## src/sync_fifo_ctrl_defs.svh

```systemverilog
// Sizing and threshold constants for the FIFO controller, included by the RTL and the testbench

`ifndef SYNC_FIFO_CTRL_DEFS_SVH
`define SYNC_FIFO_CTRL_DEFS_SVH

// ----------------------------------------------------------
// Memory geometry
// ----------------------------------------------------------
`define SFC_ADDR_W      4        // Address bits of the external memory
`define SFC_DEPTH       16       // Entries, 2**SFC_ADDR_W

// ----------------------------------------------------------
// Level thresholds
// ----------------------------------------------------------
`define SFC_AFULL_VAL   12       // afull at or above this level
`define SFC_AEMPTY_VAL  4        // aempty at or below this level

// ----------------------------------------------------------
// Read data timing
// ----------------------------------------------------------
`define SFC_DVLD_LAT    1        // Cycles from accepted read to dvld, 1 or 2

`endif

```

## src/sync_fifo_ctrl_pkg.sv

```systemverilog
// Shared occupancy and address types, referenced as sync_fifo_ctrl_pkg::name by the FIFO blocks

`default_nettype none

`include "sync_fifo_ctrl_defs.svh"

package sync_fifo_ctrl_pkg;

   // ----------------------------------------------------------
   // Types
   // ----------------------------------------------------------

   // One extra bit so that a full FIFO (SFC_DEPTH) is representable
   typedef logic [`SFC_ADDR_W:0] occ_t;

   // Memory word address, wraps modulo SFC_DEPTH
   typedef logic [`SFC_ADDR_W-1:0] addr_t;

endpackage

`default_nettype wire

```

## src/fifo_access_status.sv

```systemverilog
// Registered write-acknowledge, data-valid, overflow and underflow pulses for each FIFO access

`default_nettype none

`include "sync_fifo_ctrl_defs.svh"

module fifo_access_status #(
   parameter int unsigned DVLD_LAT = `SFC_DVLD_LAT   // Read-to-dvld cycles, 1 or 2
) (
   input  wire logic pos_clk,
   input  wire logic aresetn,
   input  wire logic we_i,        // Raw write request
   input  wire logic re_i,        // Raw read request
   input  wire logic wr_acc_i,    // Write taken
   input  wire logic rd_acc_i,    // Read taken
   input  wire logic full_i,      // Current full flag
   input  wire logic empty_i,     // Current empty flag
   output logic      wack_o,
   output logic      dvld_o,
   output logic      overflow_o,
   output logic      underflow_o
);

   logic                wack_r;
   logic                ovf_r;
   logic                udf_r;
   logic [DVLD_LAT-1:0] dvld_pipe;  // One bit per read in flight

   // Only the one and two stage options exist on the memory side
   if ((DVLD_LAT < 1) || (DVLD_LAT > 2)) begin : g_bad_lat
      $error("fifo_access_status: DVLD_LAT must be 1 or 2");
   end

   // ----------------------------------------------------------
   // Access pulses
   // ----------------------------------------------------------
   always_ff @(posedge pos_clk or negedge aresetn) begin
      if (!aresetn) begin
         wack_r <= 1'b0;
         ovf_r  <= 1'b0;
         udf_r  <= 1'b0;
      end else begin
         wack_r <= wr_acc_i;            // Write went into memory
         ovf_r  <= we_i & full_i;       // Write refused
         udf_r  <= re_i & empty_i;      // Read refused
      end
   end

   // ----------------------------------------------------------
   // Data-valid delay line
   // ----------------------------------------------------------
   // Back-to-back reads each carry their own bit down the line
   always_ff @(posedge pos_clk or negedge aresetn) begin
      if (!aresetn) begin
         dvld_pipe <= '0;
      end else begin
         dvld_pipe[0] <= rd_acc_i;
         for (int i = 1; i < DVLD_LAT; i++) begin
            dvld_pipe[i] <= dvld_pipe[i-1];   // Shift toward the output
         end
      end
   end

   assign wack_o      = wack_r;
   assign dvld_o      = dvld_pipe[DVLD_LAT-1];  // Last stage
   assign overflow_o  = ovf_r;
   assign underflow_o = udf_r;

endmodule

`default_nettype wire

```

## src/fifo_level_ctrl.sv

```systemverilog
// Occupancy counter with write/read accept gating and the registered empty/full level flags

`default_nettype none

`include "sync_fifo_ctrl_defs.svh"

module fifo_level_ctrl (
   input  wire logic                     pos_clk,
   input  wire logic                     aresetn,
   input  wire logic                     we_i,      // Raw write request
   input  wire logic                     re_i,      // Raw read request
   output logic                          wr_acc_o,  // Write taken this cycle
   output logic                          rd_acc_o,  // Read taken this cycle
   output sync_fifo_ctrl_pkg::occ_t      count_o,   // Entries held
   output logic                          empty_o,
   output logic                          aempty_o,
   output logic                          full_o,
   output logic                          afull_o
);

   // ----------------------------------------------------------
   // Thresholds in counter width
   // ----------------------------------------------------------
   localparam sync_fifo_ctrl_pkg::occ_t FULL_LVL   =
      sync_fifo_ctrl_pkg::occ_t'(`SFC_DEPTH);
   localparam sync_fifo_ctrl_pkg::occ_t AFULL_LVL  =
      sync_fifo_ctrl_pkg::occ_t'(`SFC_AFULL_VAL);
   localparam sync_fifo_ctrl_pkg::occ_t AEMPTY_LVL =
      sync_fifo_ctrl_pkg::occ_t'(`SFC_AEMPTY_VAL);
   localparam sync_fifo_ctrl_pkg::occ_t ONE        =
      sync_fifo_ctrl_pkg::occ_t'(1);

   sync_fifo_ctrl_pkg::occ_t count_r;   // Up/down counter
   sync_fifo_ctrl_pkg::occ_t count_nxt; // Level after this edge
   logic                     empty_r;
   logic                     aempty_r;
   logic                     full_r;
   logic                     afull_r;
   logic                     wr_acc;
   logic                     rd_acc;

   // ----------------------------------------------------------
   // Accept gating
   // ----------------------------------------------------------
   // Flags are registered, so no path from count back to the strobes
   assign wr_acc = we_i & ~full_r;     // Drop writes when full
   assign rd_acc = re_i & ~empty_r;    // Drop reads when empty

   // ----------------------------------------------------------
   // Next occupancy
   // ----------------------------------------------------------
   always_comb begin
      count_nxt = count_r;              // Both or neither: hold
      case ({wr_acc, rd_acc})
         2'b10:   count_nxt = count_r + ONE;
         2'b01:   count_nxt = count_r - ONE;
         default: count_nxt = count_r;
      endcase
   end

   // ----------------------------------------------------------
   // Counter and level flags
   // ----------------------------------------------------------
   // All four flags come from count_nxt, so they switch
   // on the same edge as the counter itself
   always_ff @(posedge pos_clk or negedge aresetn) begin
      if (!aresetn) begin
         count_r  <= '0;
         empty_r  <= 1'b1;              // Nothing stored after reset
         aempty_r <= 1'b1;
         full_r   <= 1'b0;
         afull_r  <= 1'b0;
      end else begin
         count_r  <= count_nxt;
         empty_r  <= (count_nxt == '0);
         aempty_r <= (count_nxt <= AEMPTY_LVL);
         full_r   <= (count_nxt == FULL_LVL);
         afull_r  <= (count_nxt >= AFULL_LVL);
      end
   end

   // ----------------------------------------------------------
   // Outputs
   // ----------------------------------------------------------
   assign wr_acc_o = wr_acc;           // To pointers and status
   assign rd_acc_o = rd_acc;
   assign count_o  = count_r;
   assign empty_o  = empty_r;
   assign aempty_o = aempty_r;
   assign full_o   = full_r;
   assign afull_o  = afull_r;

endmodule

`default_nettype wire

```

## src/fifo_mem_addr.sv

```systemverilog
// Wrapping write and read pointers plus the enables presented to the external FIFO memory

`default_nettype none

module fifo_mem_addr (
   input  wire logic                     pos_clk,
   input  wire logic                     aresetn,
   input  wire logic                     wr_acc_i,    // Accepted write
   input  wire logic                     rd_acc_i,    // Accepted read
   output logic                          mem_we_o,
   output logic                          mem_re_o,
   output sync_fifo_ctrl_pkg::addr_t     mem_waddr_o,
   output sync_fifo_ctrl_pkg::addr_t     mem_raddr_o
);

   localparam sync_fifo_ctrl_pkg::addr_t ADDR_ONE = sync_fifo_ctrl_pkg::addr_t'(1);

   sync_fifo_ctrl_pkg::addr_t waddr_r;
   sync_fifo_ctrl_pkg::addr_t raddr_r;

   // ----------------------------------------------------------
   // Pointers
   // ----------------------------------------------------------
   // Depth is a power of two, natural overflow wraps to 0
   always_ff @(posedge pos_clk or negedge aresetn) begin
      if (!aresetn) begin
         waddr_r <= '0;
         raddr_r <= '0;
      end else begin
         if (wr_acc_i) begin
            waddr_r <= waddr_r + ADDR_ONE;   // Step past the word just written
         end
         if (rd_acc_i) begin
            raddr_r <= raddr_r + ADDR_ONE;   // Step past the word just read
         end
      end
   end

   // ----------------------------------------------------------
   // Memory side
   // ----------------------------------------------------------
   // Enables are the accepted strobes of this same cycle, and the
   // address shown during the enable is the one the memory uses
   assign mem_we_o    = wr_acc_i;
   assign mem_re_o    = rd_acc_i;
   assign mem_waddr_o = waddr_r;
   assign mem_raddr_o = raddr_r;

endmodule

`default_nettype wire

```

## src/sync_fifo_ctrl.sv

```systemverilog
// Top level of the synchronous FIFO controller, drives an external memory from write/read strobes

`default_nettype none

module sync_fifo_ctrl (
   input  wire logic                     pos_clk,
   input  wire logic                     aresetn,
   input  wire logic                     we_i,
   input  wire logic                     re_i,
   output sync_fifo_ctrl_pkg::occ_t      count_o,
   output logic                          empty_o,
   output logic                          aempty_o,
   output logic                          full_o,
   output logic                          afull_o,
   output logic                          mem_we_o,
   output logic                          mem_re_o,
   output sync_fifo_ctrl_pkg::addr_t     mem_waddr_o,
   output sync_fifo_ctrl_pkg::addr_t     mem_raddr_o,
   output logic                          wack_o,
   output logic                          dvld_o,
   output logic                          overflow_o,
   output logic                          underflow_o
);

   logic wr_acc;   // Accepted write, from the level block
   logic rd_acc;   // Accepted read

   // ----------------------------------------------------------
   // Occupancy and flags
   // ----------------------------------------------------------
   fifo_level_ctrl i_level (
      .pos_clk  (pos_clk),
      .aresetn  (aresetn),
      .we_i     (we_i),
      .re_i     (re_i),
      .wr_acc_o (wr_acc),
      .rd_acc_o (rd_acc),
      .count_o  (count_o),
      .empty_o  (empty_o),
      .aempty_o (aempty_o),
      .full_o   (full_o),
      .afull_o  (afull_o)
   );

   // Memory pointers and enables
   fifo_mem_addr i_addr (
      .pos_clk     (pos_clk),
      .aresetn     (aresetn),
      .wr_acc_i    (wr_acc),
      .rd_acc_i    (rd_acc),
      .mem_we_o    (mem_we_o),
      .mem_re_o    (mem_re_o),
      .mem_waddr_o (mem_waddr_o),
      .mem_raddr_o (mem_raddr_o)
   );

   // Pulses, error checks use the registered flags
   fifo_access_status i_status (
      .pos_clk     (pos_clk),
      .aresetn     (aresetn),
      .we_i        (we_i),
      .re_i        (re_i),
      .wr_acc_i    (wr_acc),
      .rd_acc_i    (rd_acc),
      .full_i      (full_o),
      .empty_i     (empty_o),
      .wack_o      (wack_o),
      .dvld_o      (dvld_o),
      .overflow_o  (overflow_o),
      .underflow_o (underflow_o)
   );

endmodule

`default_nettype wire

```

## config.mk

```make
export PLATFORM = sky130hd
export DESIGN_NAME = sync_fifo_ctrl
export DESIGN_NICKNAME = d
export VERILOG_FILES = /design/src/sync_fifo_ctrl_pkg.sv /design/src/fifo_access_status.sv /design/src/fifo_level_ctrl.sv /design/src/fifo_mem_addr.sv /design/src/sync_fifo_ctrl.sv
export VERILOG_INCLUDE_DIRS = /design/src
export SDC_FILE = /design/constraint.sdc
export NUM_CORES = 1
export LEC_CHECK = 0
export BUFFER_PORTS_ARGS = -buffer_cell sky130_fd_sc_hd__buf_2
export CAP_MARGIN = 20
export CORE_UTILIZATION = 30
export CTS_CLUSTER_SIZE = 12
export DETAILED_ROUTE_END_ITERATION = 8
export PLACE_DENSITY_LB_ADDON = 0.1
export SLEW_MARGIN = 10
export SYNTH_ARGS = -nofsm -noshare
export SYNTH_HDL_FRONTEND = slang
export SYNTH_HIERARCHICAL = 1
export SYNTH_SLANG_ARGS = --single-unit
```

## constraint.sdc

```tcl
create_clock -name pos_clk -period 6.55 [get_ports pos_clk]
set_clock_uncertainty 0.1 [all_clocks]
set_input_delay 0.9825 -clock pos_clk [delete_from_list [all_inputs] [get_ports pos_clk]]
set_output_delay 0.9825 -clock pos_clk [all_outputs]
set_load 0.02 [all_outputs]
```

==> qor.tcl <==
set qor(outcome) {finished, final reports clean}
set qor(cts_sinks) 21
set qor(reg2reg_depth) 9
set qor(grt_setup_unrepaired) {false}
set qor(crit_chain) {buf_2 -> nor2b_1 -> ha_1 -> xor2_1 -> ha_1 -> a21oi_2 -> or3_1 -> a211oi_2 -> xor2_2 -> nor4b_4}
set qor(vias) 660
set qor(timing.slew.headroom_pct) 61.9
set qor(chipHeight_microns) 60.0
set qor(port_buffers) 26
set qor(floorplan.die.width_microns) 60.0
set qor(pwr-share-comb_pct) 52.5
set qor(post_cts_buffers) 0
set qor(cts_tree) {done}
set qor(finalWorstPathRequiredPeriod_ns) 3.39
set qor(peak_freq_mhz) 295
set qor(initialDrtViolationCount) 13
set qor(max_slew.worst_pin.slew_ns) 0.571
set qor(cp-start-kind) {primary input}
set qor(design.final.nets) 117
set qor(use_met3_pct) 1.30
set qor(ys.flop_type) {sky130_fd_sc_hd__dfrtp_1}
set qor(via_count_of_the_first_global_routing_pass) 598
set qor(antenna_found_initial) 0
set qor(cpMostUsedCell) {sky130_fd_sc_hd__ha_1}
set qor(max-cap-violations) 0
set qor(grt_most_used_layer) {met2}
set qor(yosys_warnings) 6
set qor(synthesis.area_per_instance_sq_um) 12.3
set qor(reg2reg_slack_ns) 3.54
set qor(areaGrowthSynthToFinish_pct) 18.0
set qor(postSynthNetCount) 91
set qor(worstSkewPairLatency_ns) 0.30
set qor(reg2reg_to) {i_level/full_o$_DFF_PN0_}
set qor(drt_pre_antenna_iters) 2
set qor(groute.layer.met2.usage_pct) 15.4
set qor(n_antenna_cell) 0
set qor(start_util_pct) 32.3
set qor(dp_hpwl_microns) 1240
set qor(timing.hold.ws_ns) 0.371
set qor(design.portCount) 27
set qor(utilization_pct) 38.1
set qor(clockBufferDepth) 2
set qor(path_class) {primary input to flip-flop}
set qor(post_route_cells_drive_above_1_share_pct) 39.3
set qor(critical-path-max-stage-delay_ns) 0.47
set qor(core_area_sq_um) 3130
set qor(internal_power_uw) 354
set qor(worstPathArrival_ns) 3.52
set qor(route.detailed.vias_per_inst) 4.37
set qor(power.density_nw_per_um2) 549
set qor(worst_setup_hold_path_clk_slew_ns) 0.13
set qor(netlist_top_cells_area) {sky130_fd_sc_hd__dfrtp_1 47%, sky130_fd_sc_hd__ha_1 6.2%, sky130_fd_sc_hd__dfstp_2 5.2%}
set qor(power.share.clock_pct) 9.6
set qor(setup_violations) 0
set qor(crit_path_top_delay_cell) {sky130_fd_sc_hd__nor2b_1}
set qor(timing.hold.worst.class) {flip-flop to flip-flop}
set qor(worstHoldStart) {i_addr/mem_waddr_o[3]$_DFFE_PN0P_}
set qor(routabilityCongestion) 0.676
set qor(synth_edf_count) 0
set qor(worst_ir_drop_vdd_mv) 0.237
set qor(timing_max_transition_violations_final) 0
set qor(cts_hold_buf) 0
set qor(power.switching_fraction_pct) 45.8
set qor(number_of_synthesized_register_bits) 21
set qor(cts_resized) 0
set qor(r2r-start) {i_level/empty_o$_DFF_PN1_}
set qor(globalRouteOverflowTotal) 0
set qor(wirelength_microns) 1740
set qor(wl_per_cell_microns) 11.5
set qor(cts-buffers-inserted) 3
set qor(worst_hold_path.endpoint) {i_addr/mem_waddr_o[3]$_DFFE_PN0P_}
set qor(final_min_period_over_clock_period_pct) 51.8
set qor(grtUsageMet1_pct) 14.7
set qor(netlist.top_cell.by_area) {sky130_fd_sc_hd__dfrtp_1}
set qor(grt_max_degree) 22
set qor(hold_path_depth) 1
set qor(async_reset_ff_share_pct) 100
set qor(critical_path_required_ns) 6.68
set qor(grt_pass1_wl_microns) 2800
set qor(synth_top_area_share_pct) 47.1
set qor(synthCells) 82
set qor(cp_max_fo) 9
set qor(synth_sequential_area_ratio_pct) 52.3
set qor(hold_viol_final) 0
set qor(track_usage_pct) 10.6
set qor(htree_levels) 1
set qor(leakage_nw) 0.551
set qor(setup_tns_ns) 0
set qor(layout_commonest_cell) {sky130_fd_sc_hd__buf_2}
set qor(post_synth_design_cell_area_sq_um) 1010
set qor(mostFrequentLayoutCells) {26 x sky130_fd_sc_hd__buf_2, 19 x sky130_fd_sc_hd__dfrtp_1, 6 x sky130_fd_sc_hd__xnor2_1, 5 x sky130_fd_sc_hd__xor2_1, 5 x sky130_fd_sc_hd__ha_1}
set qor(setup.worst_path.end_class) {flip-flop}
set qor(power.switching_uw) 299
set qor(row_count) 20
set qor(clk_root_buffer_cell) {sky130_fd_sc_hd__clkbuf_4}
set qor(postRouteAntennaNets) 0
set qor(fraction_of_power_consumed_by_sequential_logic_pct) 37.9
set qor(post_synth_num_cell_types) 35
set qor(design.die.area_sq_um) 3600
set qor(route.detailed.drc) 0
==> critical path: cells and delay by family <==
family | cells | cell delay [ns]
and+or+nand+nor | 3 | 1.01
adders and majority gates | 2 | 0.69
xor gates and xnor gates | 2 | 0.43
AOI/OAI and AO/OA | 2 | 0.33
buffers and inverters | 1 | 0.08
==> Yosys cell counts, types with 2 or more instances <==
cell type	n
sky130_fd_sc_hd__a21oi_1	4
sky130_fd_sc_hd__and2_1	2
sky130_fd_sc_hd__buf_4	3
sky130_fd_sc_hd__dfrtp_1	19
sky130_fd_sc_hd__dfstp_2	2
sky130_fd_sc_hd__ha_1	5
sky130_fd_sc_hd__inv_1	2
sky130_fd_sc_hd__mux2_2	3
sky130_fd_sc_hd__nand2_1	3
sky130_fd_sc_hd__nand4_1	2
sky130_fd_sc_hd__nor2_1	3
sky130_fd_sc_hd__o21ai_0	2
sky130_fd_sc_hd__xnor2_1	6
sky130_fd_sc_hd__xor2_1	5
==> through the flow <==
stage | cells | power, mW | instance area [sq um] | setup slack, ns
floorplan | 82 | 0.507 | 1010 | 3.25
global placement | 147 | 0.597 | 1160 | 2.91
detailed placement | 147 | 0.598 | 1160 | 2.82
CTS | 151 | 0.664 | 1190 | 3.15
global route | 151 | 0.714 | 1190 | 2.86
finish | 151 | 0.654 | 1190 | 3.16
==> state kept, by name, indices dropped and copies added (netlist names) <==
register / count
i_status/overflow_o: 1
i_level/full_o: 1
i_status/wack_o: 1
i_level/afull_o: 1
i_addr/mem_waddr_o: 4
i_level/aempty_o: 1
i_addr/mem_raddr_o: 4
i_level/empty_o: 1
i_level/count_o: 5
i_status/underflow_o: 1
i_status/dvld_o: 1
==> power by group through the flow <==
stage	combinational, mW	sequential (mW)	clock [mW]
2_1_floorplan	0.200	0.307	0
3_3_place_gp	0.345	0.252	0
3_5_place_dp	0.346	0.252	0
4_1_cts	0.348	0.249	0.0681
5_1_grt	0.383	0.259	0.0724
6_report	0.343	0.247	0.0629
==> area by class of cell <==
type                            count  area [sq um]
Sequential cell                    21           528
Multi-Input combinational cell     54           443
Inverter                            2          7.51
Tap cell                           44          55.1
Timing Repair Buffer               26           130
Clock buffer                        3          22.5
Fill cell                         302          1940
Clock inverter                      1          5.00
==> cell families (layout without fill, tap and decap cells) <==
logic type                 Yosys count  count (layout)  synth area share (%)
AOI/OAI and AO/OA                   13              13                  9.42
xor gates and xnor gates            12              12                  11.2
adders and majority gates            5               5                  6.20
buffers and inverters                7              32                  3.84
DFF                                 21              21                  52.3
muxes                                3               3                  3.35
and+or+nand+nor                     21              21                  13.8
==> how the worst max path moves through the flow <==
stage / slack (ns) / cells past startpoint / end / from
4_1_cts: 3.15 / 10 / i_level/empty_o$_DFF_PN1_ / re_i
3_5_place_dp: 2.82 / 10 / i_level/full_o$_DFF_PN0_ / re_i
5_1_grt: 2.86 / 10 / i_level/empty_o$_DFF_PN1_ / re_i
2_1_floorplan: 3.25 / 10 / i_level/full_o$_DFF_PN0_ / re_i
6_report: 3.16 / 10 / i_level/full_o$_DFF_PN0_ / re_i
3_3_place_gp: 2.91 / 10 / i_level/empty_o$_DFF_PN1_ / re_i
==> per-layer routing <==
| metal | share of wire [%] | vias up | wire length [microns] |
|---|---|---|---|
| li1 | - | 332 | - |
| met1 | 51 | 308 | 880 |
| met2 | 44 | 18 | 771 |
| met3 | 3.2 | 2 | 56 |
| met4 | 1.5 | 0 | 26 |
| met5 | 0 | - | 0 |
(Power assumes the default switching activity.)
